### config.mk
export PLATFORM = sky130hd
export DESIGN_NAME = node_region_router_flat
export DESIGN_NICKNAME = d
export VERILOG_FILES = /design/src/common/node_bus_pkg.sv /design/src/common/node_map_pkg.sv /design/src/common/local_bus_if.sv /design/src/design/node_region_router.sv /design/src/flat_wrapper.sv
export SDC_FILE = /design/constraint.sdc
export NUM_CORES = 1
export LEC_CHECK = 0
export ABC_AREA = 1
export BUFFER_PORTS_ARGS = -buffer_cell sky130_fd_sc_hd__buf_2
export CAP_MARGIN = 20
export CORE_AREA = 2 2 164 166
export DETAILED_ROUTE_END_ITERATION = 8
export DIE_AREA = 0 0 166 168
export SLEW_MARGIN = 25
export SYNTH_ARGS = -nofsm -noshare
export SYNTH_HDL_FRONTEND = slang
export SYNTH_SLANG_ARGS = --single-unit
### constraint.sdc
create_clock -name clk -period 2.98 [get_ports clk]
set_input_delay 0.298 -clock clk [delete_from_list [all_inputs] [get_ports clk]]
set_output_delay 0.298 -clock clk [all_outputs]
set_load 0.02 [all_outputs]
### src/common/node_bus_pkg.sv
`default_nettype none

// ====================
// Bus widths and payload types shared by the host port, router and RAMs
// ====================
package node_bus_pkg;

	localparam int ADDR_W = 32;                   // Byte address width
	localparam int DATA_W = 32;                   // One data word

	typedef logic [ADDR_W-1:0]   addr_t;          // Byte address
	typedef logic [DATA_W-1:0]   data_t;          // Data word
	typedef logic [DATA_W/8-1:0] sel_t;           // One strobe per byte lane

	// Interrupt side of the node
	typedef logic [7:0] cause_t;                  // Cause code delivered with a level
	typedef logic [2:0] irq_level_t;              // Level zero means no interrupt

	// Response codes as they appear on BRESP and RRESP
	typedef enum logic [1:0] {
		OKAY   = 2'b00,
		SLVERR = 2'b10
	} resp_e;

	// Target of a decoded host address
	typedef enum logic [1:0] {
		SHARED,                                   // RAM shared with the network port
		SCRATCH,                                  // Host-only scratchpad
		CAUSE,                                    // Interrupt cause table
		NONE                                      // Unmapped, answered with an error
	} region_e;

endpackage

`default_nettype wire

### src/common/node_map_pkg.sv
`default_nettype none

// ====================
// Address map of the node
// ====================
package node_map_pkg;

	// The window number sits in address bits 31 down to REGION_LSB
	localparam int REGION_LSB = 18;               // 256 KB per window
	localparam int WIN_W      = 14;               // Bits from REGION_LSB to the top of the address
	localparam int WORD_LSB   = 2;                // Word index starts above the byte offset

	typedef logic [WIN_W-1:0] win_t;

	// Decoded windows, anything else is unmapped
	localparam win_t SHARED_WIN  = win_t'(0);
	localparam win_t SCRATCH_WIN = win_t'(1);
	localparam win_t CAUSE_WIN   = win_t'(2);

endpackage

`default_nettype wire

### src/common/local_bus_if.sv
`timescale 1ns/100ps
`default_nettype none

// One request and its response inside the node
// The master holds req and the request fields until ack, then drops req the next cycle
interface local_bus_if;
	import node_bus_pkg::*;

	// Request side, owned by the master
	logic  req;
	logic  we;                                    // High for a write
	addr_t adr;
	data_t wdata;
	sel_t  sel;                                   // Byte strobes for writes

	// Response side, owned by the slave
	logic  ack;                                   // One-cycle pulse ending the request
	data_t rdata;                                 // Valid with ack
	logic  err;                                   // Valid with ack

	modport master (
		output req, we, adr, wdata, sel,
		input  ack, rdata, err
	);

	modport slave (
		input  req, we, adr, wdata, sel,
		output ack, rdata, err
	);

endinterface

`default_nettype wire

### src/design/node_region_router.sv
`timescale 1ns/100ps
`default_nettype none

// Steers a host request to the shared RAM, the scratchpad or the cause table
module node_region_router (
	input  wire         clk,
	input  wire         rst_i,
	local_bus_if.slave  host_i,                   // From the AXI4-Lite port
	local_bus_if.master shared_o,                 // Host side of the shared RAM arbiter
	local_bus_if.master scratch_o,
	local_bus_if.master cause_o
);
	import node_bus_pkg::*;
	import node_map_pkg::*;

	win_t    win;
	region_e region;
	logic    none_ack_q;                          // Error ack for unmapped addresses

	// Address is held by the master until ack, so the decode stays stable for the response
	assign win = host_i.adr[REGION_LSB +: WIN_W];

	always_comb begin
		case (win)
			SHARED_WIN:  region = SHARED;
			SCRATCH_WIN: region = SCRATCH;
			CAUSE_WIN:   region = CAUSE;
			default:     region = NONE;
		endcase
	end

	// ====================
	// Request fan-out
	// ====================
	// Fields go to every target, only the decoded one sees req
	assign shared_o.req   = host_i.req && (region == SHARED);
	assign shared_o.we    = host_i.we;
	assign shared_o.adr   = host_i.adr;
	assign shared_o.wdata = host_i.wdata;
	assign shared_o.sel   = host_i.sel;

	assign scratch_o.req   = host_i.req && (region == SCRATCH);
	assign scratch_o.we    = host_i.we;
	assign scratch_o.adr   = host_i.adr;
	assign scratch_o.wdata = host_i.wdata;
	assign scratch_o.sel   = host_i.sel;

	assign cause_o.req   = host_i.req && (region == CAUSE);
	assign cause_o.we    = host_i.we;
	assign cause_o.adr   = host_i.adr;
	assign cause_o.wdata = host_i.wdata;
	assign cause_o.sel   = host_i.sel;

	// Unmapped request answered one cycle after req, once
	always_ff @(posedge clk) begin
		if (rst_i) begin
			none_ack_q <= 1'b0;
		end else begin
			none_ack_q <= host_i.req && (region == NONE) && !none_ack_q;
		end
	end

	// ====================
	// Response return
	// ====================
	assign host_i.ack = shared_o.ack | scratch_o.ack | cause_o.ack | none_ack_q; // Only one can fire

	always_comb begin
		case (region)
			SHARED: begin
				host_i.rdata = shared_o.rdata;
				host_i.err   = shared_o.err;
			end
			SCRATCH: begin
				host_i.rdata = scratch_o.rdata;
				host_i.err   = scratch_o.err;
			end
			CAUSE: begin
				host_i.rdata = cause_o.rdata;
				host_i.err   = cause_o.err;
			end
			default: begin
				host_i.rdata = '0;                // Unmapped reads return zero
				host_i.err   = 1'b1;
			end
		endcase
	end

endmodule

`default_nettype wire

### src/flat_wrapper.sv
// flat-port wrapper written by rule: the top's interface ports become plain ports
module node_region_router_flat import node_bus_pkg::*; import node_map_pkg::*;
  (clk, rst_i, host_i_req, host_i_we, host_i_adr, host_i_wdata, host_i_sel, host_i_ack, host_i_rdata, host_i_err, shared_o_req, shared_o_we, shared_o_adr, shared_o_wdata, shared_o_sel, shared_o_ack, shared_o_rdata, shared_o_err, scratch_o_req, scratch_o_we, scratch_o_adr, scratch_o_wdata, scratch_o_sel, scratch_o_ack, scratch_o_rdata, scratch_o_err, cause_o_req, cause_o_we, cause_o_adr, cause_o_wdata, cause_o_sel, cause_o_ack, cause_o_rdata, cause_o_err);
  local_bus_if host_i_i ();
  local_bus_if shared_o_i ();
  local_bus_if scratch_o_i ();
  local_bus_if cause_o_i ();
  input  wire clk;
  input  wire rst_i;
  input wire logic [$bits(host_i_i.req)-1:0] host_i_req;
  input wire logic [$bits(host_i_i.we)-1:0] host_i_we;
  input wire logic [$bits(host_i_i.adr)-1:0] host_i_adr;
  input wire logic [$bits(host_i_i.wdata)-1:0] host_i_wdata;
  input wire logic [$bits(host_i_i.sel)-1:0] host_i_sel;
  output wire logic [$bits(host_i_i.ack)-1:0] host_i_ack;
  output wire logic [$bits(host_i_i.rdata)-1:0] host_i_rdata;
  output wire logic [$bits(host_i_i.err)-1:0] host_i_err;
  output wire logic [$bits(shared_o_i.req)-1:0] shared_o_req;
  output wire logic [$bits(shared_o_i.we)-1:0] shared_o_we;
  output wire logic [$bits(shared_o_i.adr)-1:0] shared_o_adr;
  output wire logic [$bits(shared_o_i.wdata)-1:0] shared_o_wdata;
  output wire logic [$bits(shared_o_i.sel)-1:0] shared_o_sel;
  input wire logic [$bits(shared_o_i.ack)-1:0] shared_o_ack;
  input wire logic [$bits(shared_o_i.rdata)-1:0] shared_o_rdata;
  input wire logic [$bits(shared_o_i.err)-1:0] shared_o_err;
  output wire logic [$bits(scratch_o_i.req)-1:0] scratch_o_req;
  output wire logic [$bits(scratch_o_i.we)-1:0] scratch_o_we;
  output wire logic [$bits(scratch_o_i.adr)-1:0] scratch_o_adr;
  output wire logic [$bits(scratch_o_i.wdata)-1:0] scratch_o_wdata;
  output wire logic [$bits(scratch_o_i.sel)-1:0] scratch_o_sel;
  input wire logic [$bits(scratch_o_i.ack)-1:0] scratch_o_ack;
  input wire logic [$bits(scratch_o_i.rdata)-1:0] scratch_o_rdata;
  input wire logic [$bits(scratch_o_i.err)-1:0] scratch_o_err;
  output wire logic [$bits(cause_o_i.req)-1:0] cause_o_req;
  output wire logic [$bits(cause_o_i.we)-1:0] cause_o_we;
  output wire logic [$bits(cause_o_i.adr)-1:0] cause_o_adr;
  output wire logic [$bits(cause_o_i.wdata)-1:0] cause_o_wdata;
  output wire logic [$bits(cause_o_i.sel)-1:0] cause_o_sel;
  input wire logic [$bits(cause_o_i.ack)-1:0] cause_o_ack;
  input wire logic [$bits(cause_o_i.rdata)-1:0] cause_o_rdata;
  input wire logic [$bits(cause_o_i.err)-1:0] cause_o_err;
  assign host_i_i.req = host_i_req;
  assign host_i_i.we = host_i_we;
  assign host_i_i.adr = host_i_adr;
  assign host_i_i.wdata = host_i_wdata;
  assign host_i_i.sel = host_i_sel;
  assign host_i_ack = host_i_i.ack;
  assign host_i_rdata = host_i_i.rdata;
  assign host_i_err = host_i_i.err;
  assign shared_o_req = shared_o_i.req;
  assign shared_o_we = shared_o_i.we;
  assign shared_o_adr = shared_o_i.adr;
  assign shared_o_wdata = shared_o_i.wdata;
  assign shared_o_sel = shared_o_i.sel;
  assign shared_o_i.ack = shared_o_ack;
  assign shared_o_i.rdata = shared_o_rdata;
  assign shared_o_i.err = shared_o_err;
  assign scratch_o_req = scratch_o_i.req;
  assign scratch_o_we = scratch_o_i.we;
  assign scratch_o_adr = scratch_o_i.adr;
  assign scratch_o_wdata = scratch_o_i.wdata;
  assign scratch_o_sel = scratch_o_i.sel;
  assign scratch_o_i.ack = scratch_o_ack;
  assign scratch_o_i.rdata = scratch_o_rdata;
  assign scratch_o_i.err = scratch_o_err;
  assign cause_o_req = cause_o_i.req;
  assign cause_o_we = cause_o_i.we;
  assign cause_o_adr = cause_o_i.adr;
  assign cause_o_wdata = cause_o_i.wdata;
  assign cause_o_sel = cause_o_i.sel;
  assign cause_o_i.ack = cause_o_ack;
  assign cause_o_i.rdata = cause_o_rdata;
  assign cause_o_i.err = cause_o_err;
  node_region_router u_core (.clk(clk), .rst_i(rst_i), .host_i(host_i_i), .shared_o(shared_o_i), .scratch_o(scratch_o_i), .cause_o(cause_o_i));
endmodule
# [Yosys cells after proc, flatten, opt, wreduce, memory -nomap -nowiden]
# Index checks and enable logic that the tools add are counted.
# Widths: inputs -> output; s select.
[totals] register_bits=1 latch_bits=0 mem_bits_rw=0 romBits=0 in_bits=174 out_inout_bits=244 wordCells=20 n_memories=0
[op_classes] n_addsub=0 mul=0 n_div=0 magnitude_cmp=0 eq_ne=5 n_shift=0 muxes=3 bitwise=3 n_reduce_logical=8
[ops] operator="$pmux 32 s3" n=1
[ops] operator="$eq 14x1->1 const B" n=1
[ops] operator="$eq 14x2->1 const B" n=1
[ops] operator="$logic_not 14->1" n=1
[ops] operator="$pmux 2 s3" n=1
[ops] operator="$logic_and 1x1->1" n=5
[ops] operator="$eq 2x2->1 const B" n=2
[ops] operator="$or 1x1->1" n=3
[ops] operator="$pmux 1 s3" n=1
[ops] operator="$eq 2x1->1 const B" n=1
[ops] operator="$logic_not 2->1" n=1
[ops] operator="$logic_not 1->1" n=1

# [Depth between registers and ports, before layout]
# Gate-level depths: netlist of run 1.
[depth] depth_word=5 depth_mapped=9 depth_no_buf=8

# [Worst setup path after synthesis of run 1]
# No wires, ideal clock.
[synth_path] path_kind="input-to-output" startpoint="input port host_i_adr[27]" endpoint="output port host_i_rdata[16]" t_arrival_ns=1.224 t_required_ns=2.682 slack_ns=1.458 stages=7 path_buffers=1 cell_sequence="or2_4 -> nor2_8 -> nand2_2 -> clkinv_2 -> buf_6 -> nand2_1 -> nand3_1"
[synth_between] elab_chain_cells=4 word_cells_on_any_way=8 cone_classes="4 x eq/ne; 2 x mux; 2 x reduce/logical"
[synth_lines] element="from (decl)" line="flat_wrapper.sv:12" rtl="input wire logic [$bits(host_i_i.adr)-1:0] host_i_adr;"
[synth_lines] element="$eq 14x2->1 (tied with other cells)" line="node_region_router.sv:24" rtl="case (win)"
[synth_lines] element="$pmux 2 s3 *" line="node_region_router.sv:24"
[synth_lines] element="$eq 2x2->1 (tied with other cells)" line="node_region_router.sv:69" rtl="case (region)"
[synth_lines] element="$pmux 32 s3 *" line="node_region_router.sv:69"
[synth_lines] element="to (decl)" line="flat_wrapper.sv:16" rtl="output wire logic [$bits(host_i_i.rdata)-1:0] host_i_rdata;"
# Mark *: on every way between the ends. The rest lies on a longest branch, timed or not.

# [Worst setup path after layout of run 1]
[layout_path] startpoint="input port host_i_adr[25]" endpoint="output port host_i_rdata[26]"
# The elaborated chain is that of the path after synthesis.

==> metrics.md, run 1 <==
| Metric | Value |
|---|---|
| Floorplan die area | `27900 um^2` |
| Vias per cell | `2.89` |
| Minimum setup slack after placement | `0.771 ns` |
| CTS Hold Buffers Added | `0` |
| Kind of launch point of the worst setup path | `input pin` |
| Hold_sp | `u_core.none_ack_q` |
| R2R depth | `3` |
| Largest register FFs | `1` |
| Die Y | `168 um` |
| DPL Wire Length | `8940 um` |
| Hold Path End | `u_core.none_ack_q` |
| Setup slack on the worst flop-to-flop path | `2.38 ns` |
| N_diodes | `0` |
| Initial DRC count | `42` |
| Count of buffers inserted at the top-level ports | `197` |
| Final max-slew violation count | `0` |
| Leading cell types by total area after synthesis | `sky130_fd_sc_hd__buf_4, sky130_fd_sc_hd__nand2_4, sky130_fd_sc_hd__nand3_2` |
| Top achievable clock speed | `471 MHz` |
| Total non-filler cell area in the finished layout | `2560 um^2` |
| Relative slew margins | `61.2%` |
| Areal power density over the cells | `74.5 nW/um^2` |
| Worst path slowest cell | `sky130_fd_sc_hd__clkinv_2` |
| Distinct cell type count of the synthesized netlist | `18` |
| Unrepaired setup endpoints after global routing | `no` |
| Total Power Consumption | `191 uW` |
| Total global routing track utilization | `6.42%` |
| Largest registers ranked by flip-flop count | `u_core.none_ack_q (1)` |
| Detailed-routing iteration count for the pre-antenna-repair pass | `4` |
| Global-route wire length before repair | `13300 um` |
| Area share of the largest cell type after synthesis | `56.4%` |
| Kind of path behind the tightest hold check | `flip-flop to flip-flop` |
| Cell area after technology mapping | `2780 um^2` |
| Total placed instance area | `2560 um^2` |
| Post-layout minimum cycle time | `2.12 ns` |
| Result of the run | `finished clean` |
| Clock slew at reported path FFs | `0 ns` |
| Data arrival, critical path | `1.83 ns` |
| Via count of the first global-routing pass | `1869` |
| Std cell rows | `60` |
| Layout overhead on the synthesized area | `-7.74%` |
| Worst IR drop on VDD | `0.0630 mV` |
| Area inside the core boundary | `26400 um^2` |
| Starting density of the core | `10.6%` |
| DR vias | `2053` |
| Reported max-cap violation count | `0` |
| Worst Max-Slew Pin Slew | `0.582 ns` |
| Biggest cell delay along the critical path | `0.39 ns` |
| Global-route congestion overflow total | `0` |
| Yosys reg bits | `1` |
| Setup Fix Bufs, Post-CTS | `0` |
| Initial antenna violation count | `0` |
| Number of I/O pins | `418` |
| Maximum fanout encountered on the critical timing path | `32` |
| Share of layout cells above drive strength 1 | `72.9%` |
| DR DRC count | `0` |
| Gate count of the mapped netlist | `386` |
| Count of synthesis-stage warnings from yosys | `0` |
| Slack of the critical path | `0.856 ns` |
| Highest-count cells in the layout ignoring fill and taps | `sky130_fd_sc_hd__buf_2, sky130_fd_sc_hd__nand2_1, sky130_fd_sc_hd__nand2_4, sky130_fd_sc_hd__nand3_2, sky130_fd_sc_hd__nor2_1` |
| Setup Crit Path Kind | `input pin to output pin` |
| Count of nets after finishing | `545` |
| Share of the clock period used by the worst path after layout | `71.3%` |
| Most area-hungry cell type in the Yosys netlist | `sky130_fd_sc_hd__buf_4` |
| Share of synthesized area occupied by flip-flops and latches | `0.720%` |
| Synth Net Count | `560` |
| Final number of hold-violating endpoints | `0` |
| Wire per inst | `14.3 um` |
| Filler cell count in the final layout | `3101` |
| Horizontal extent of the die | `166 um` |
| Pin count of the biggest net entering global routing | `33` |
| Final setup TNS | `0 ns` |
| Worst-Skew Late Latency | `0 ns` |
| Number of stages on the worst hold path | `3` |
| Commonest non-fill, non-tap cell in the layout | `sky130_fd_sc_hd__buf_2` |
| Startpoint of the worst-slack reg-to-reg timing path | `u_core.none_ack_q` |
| Worst hold margin | `0.501 ns` |
| Final antenna-violating net count | `0` |
| Register with the most flip-flops | `u_core.none_ack_q` |
| Leakage | `0.00174 uW` |
| Data required time of the worst path | `2.68 ns` |
| RePlAce Congestion | `0.673` |
| Worst Skew | `0 ns` |
| Final setup vio count | `0` |
| Critical path cell sequence | `buf_2, nor2_1, nand2_1, nor2_1, nand2_4, clkinv_2, nand2_1, nand3_2, buf_2` |
| Cells resized by post-CTS repair | `0` |
| CP endpoint kind | `output pin` |
| Post-Syn Area per Cell | `7.20 um^2` |
| Total Routed Length | `10100 um` |
| Critical R2R Capture | `u_core.none_ack_q` |
## metrics by stage
| stage | std cells | utilization (%) |
|---|---|---|
| 2_1_floorplan | 386 | - |
| 3_5_place_dp | 710 | 9.73 |
| 4_1_cts | 710 | 9.73 |
| 5_1_grt | 710 | 9.73 |
| 6_report | 710 | 9.73 |
| 3_3_place_gp | 710 | 9.73 |
## logic make-up after synthesis
family                 count (synthesis)  share of synthesized area (%)
buffers and inverters                223                           60.8
AND/OR/NAND/NOR                      162                           38.5
flip-flops                             1                          0.720
## metal layers
metal	global-route usage, %	wire, um	part of all wire (%)
met5	0	0	0
met4	2.38	442	4.4
met3	4.56	1960	19
met2	11.4	4910	48
met1	5.67	2830	28
## worst max path at each step
stage / cells past startpoint / slack, ns / to / from
final: 9 / 0.86 / host_i_rdata[26] / host_i_adr[25]
after global routing: 9 / 0.69 / host_i_rdata[26] / host_i_adr[21]
after CTS: 9 / 0.77 / host_i_rdata[17] / host_i_adr[25]
after detailed placement: 9 / 0.77 / host_i_rdata[17] / host_i_adr[25]
after global placement: 9 / 0.81 / host_i_rdata[17] / host_i_adr[25]
after floorplan: 7 / 1.46 / host_i_rdata[16] / host_i_adr[27]
## layout make-up
cell class                 count  area [um^2]  share of cell area [%]
tap                          341          427                    16.6
multi-input combinational    162         1070                    41.8
sequential                     1         20.0                   0.780
inverter                       7         33.8                    1.32
timing repair buffer         199         1010                    39.5
## synthesized netlist by cell type, drive strengths merged
| cell | instances |
|---|---|
| dfxtp | 1 |
| nor2 | 18 |
| clkinv | 3 |
| or2 | 1 |
| buf | 216 |
| nand3 | 36 |
| inv | 4 |
| nand2 | 106 |
| or4 | 1 |
## report_power, final
| group | total, uW | internal (uW) | switching (uW) | leakage, uW |
|---|---|---|---|---|
| logic | 176 | 78.4 | 97.8 | 0.00173 |
| registers | 14.9 | 14.4 | 0.418 | 0.00000830 |
| clock network | 0 | 0 | 0 | 0 |
| total | 191 | 92.8 | 98.2 | 0.00174 |
## worst max-delay path, delay by kind of cell
family / cells / cell delay [ns]
buffers and inverters: 3 / 0.66
AND/OR/NAND/NOR: 6 / 0.82
Power figures use the tool's default switching activity.
==> inputs of run 2 (changes only) <==
--- a/config.mk
+++ b/config.mk
@@ -8,9 +8,9 @@
 export ABC_AREA = 1
 export BUFFER_PORTS_ARGS = -buffer_cell sky130_fd_sc_hd__buf_2
 export CAP_MARGIN = 20
-export CORE_AREA = 2 2 164 166
+export CORE_AREA = 2 2 163 165
 export DETAILED_ROUTE_END_ITERATION = 8
-export DIE_AREA = 0 0 166 168
+export DIE_AREA = 0 0 165 167
 export SLEW_MARGIN = 25
 export SYNTH_ARGS = -nofsm -noshare
 export SYNTH_HDL_FRONTEND = slang
==> constraint.sdc (replaced) <==
create_clock -name clk -period 1.9 [get_ports clk]
set_input_delay 0.19 -clock clk [delete_from_list [all_inputs] [get_ports clk]]
set_output_delay 0.19 -clock clk [all_outputs]
set_load 0.02 [all_outputs]
==> run 2 against run 1 <==
Against the previous run:
- wire length is 1.1% higher
- clock skew unchanged
- power is 59% higher
- register-to-register slack worse by 1.1 ns
- die area decreased by 1.2%
- final cell count unchanged
- via count grew 2.6%
- global-route usage barely moved
- first-iteration DRC count grew to 3.0 times the previous value
- final area increased by 2.9%
- sequential cell count unchanged
- worst hold slack lost 0.12 ns
- largest cell class is now non-clock buffers
==> metrics.md, run 2 (same netlist as run 1, synthesis figures left out) <==
| Metric | Value |
|---|---|
| Result of the run | `finished clean` |
| Post-layout minimum cycle time | `1.73 ns` |
| Areal power density over the cells | `115 nW/um^2` |
| RePlAce Congestion | `0.782` |
| Filler cell count in the final layout | `3010` |
| Worst Skew | `0 ns` |
| Initial antenna violation count | `0` |
| Total Routed Length | `10200 um` |
| Worst path slowest cell | `sky130_fd_sc_hd__nor2_1` |
| Highest-count cells in the layout ignoring fill and taps | `sky130_fd_sc_hd__buf_2, sky130_fd_sc_hd__nand2_1, sky130_fd_sc_hd__nand2_4, sky130_fd_sc_hd__nand3_2, sky130_fd_sc_hd__nor2_1` |
| Total Power Consumption | `303 uW` |
| Commonest non-fill, non-tap cell in the layout | `sky130_fd_sc_hd__buf_2` |
| Final number of hold-violating endpoints | `0` |
| Number of I/O pins | `418` |
| Worst-Skew Late Latency | `0 ns` |
| Vias per cell | `2.97` |
| Top achievable clock speed | `577 MHz` |
| Cell depth of the worst setup path | `10` |
| Die Y | `167 um` |
| Area inside the core boundary | `25800 um^2` |
| Final setup TNS | `0 ns` |
| CTS Hold Buffers Added | `0` |
| Worst Max-Slew Pin Slew | `0.262 ns` |
| Number of stages on the worst hold path | `0` |
| Busiest metal layer after global routing | `met2` |
| Data required time of the worst path | `1.71 ns` |
| Pin count of the biggest net entering global routing | `25` |
| Global routing met2 resource utilization | `12.5%` |
| Critical path cell sequence | `buf_2, nor2_1, nand2_1, nor2_1, nand2_4, clkinv_4, buf_12, nand2_4, nand3_2, buf_2` |
| Count of nets after finishing | `551` |
| GR Layer Usage met3 | `4.01%` |
| Floorplan die area | `27600 um^2` |
| Wire per inst | `14.4 um` |
| Cells resized by post-CTS repair | `0` |
| Count of buffers inserted at the top-level ports | `197` |
| Unrepaired setup endpoints after global routing | `no` |
| Worst hold margin | `0.380 ns` |
| Worst IR drop on VDD | `0.0781 mV` |
| Horizontal extent of the die | `165 um` |
| Total global routing track utilization | `6.39%` |
| Share of the clock period used by the worst path after layout | `91.2%` |
| N_diodes | `0` |
| Kind of launch point of the worst setup path | `input pin` |
| Setup Crit Path Kind | `input pin to output pin` |
| Startpoint of the worst-slack reg-to-reg timing path | `u_core.none_ack_q` |
| Leakage | `0.00178 uW` |
| Hold_sp | `host_i_wdata[7]` |
| Data arrival, critical path | `1.54 ns` |
| Final max-slew violation count | `0` |
| CP endpoint kind | `output pin` |
| Via count of the first global-routing pass | `1952` |
| Final antenna-violating net count | `0` |
| Detailed-routing iteration count for the pre-antenna-repair pass | `4` |
| DR vias | `2107` |
| DPL Wire Length | `9380 um` |
| Largest register FFs | `1` |
| Top Family by Delay on Critical Path | `simple AND/OR/NAND/NOR gates` |
| Maximum fanout encountered on the critical timing path | `12` |
| Initial DRC count | `125` |
| Register with the most flip-flops | `u_core.none_ack_q` |
| Kind of path behind the tightest hold check | `input pin to output pin` |
| Starting density of the core | `10.8%` |
| DR DRC count | `0` |
| Std cell rows | `59` |
| Share of layout cells above drive strength 1 | `73.3%` |
| Layout overhead on the synthesized area | `-5.04%` |
| Global-route wire length before repair | `12700 um` |
| Reported max-cap violation count | `0` |
| Final core area utilization | `10.2%` |
| Largest registers ranked by flip-flop count | `u_core.none_ack_q (1)` |
| Critical Path Source | `host_i_adr[23]` |
| Buf+Inv Stages, Crit Path | `4` |
| Met1 Usage GRT | `4.94%` |
| R2R depth | `3` |
| Setup Fix Bufs, Post-CTS | `0` |
| Relative slew margins | `82.4%` |
| Biggest cell delay along the critical path | `0.24 ns` |
| Final setup vio count | `0` |
| Global-route congestion overflow total | `0` |
run 2: path summary, 6_finish.rpt:
path,endpoint,slack (ns)
setup / recovery,host_i_rdata[4],0.17
hold / removal,shared_o_wdata[7],0.38
setup reg to reg,u_core.none_ack_q,1.31
hold reg to reg,u_core.none_ack_q,0.49
run 2: layer usage:
metal  vias to the layer above  part of all wire [%]  wire length (um)
met1                       852                    27              2780
met5                         -                     0                 0
met4                         0                   3.7               374
met3                        40                    18              1830
li1                        953                     -                 -
met2                       262                    51              5270
run 2: power by group:
group	internal, uW	total [uW]	switching, uW
clock network	0	0	0
registers	22.7	23.2	0.577
logic	123	280	157
total	146	303	157
run 2: stage by stage:
step | cells | setup WS, ns | instance area, um^2
2_1_floorplan | 386 | 0.594 | 2780
5_1_grt | 710 | 0.0303 | 2640
3_5_place_dp | 710 | 0.128 | 2640
3_3_place_gp | 710 | 0.113 | 2640
6_report | 710 | 0.167 | 2640
4_1_cts | 710 | 0.125 | 2640
run 2: final cells by class:
class | instances | area, um^2 | area share (%)
tap | 335 | 419 | 15.9
inverter | 7 | 33.8 | 1.28
multi-input combinational | 162 | 1070 | 40.6
sequential | 1 | 20.0 | 0.758
timing repair buffer | 205 | 1100 | 41.5
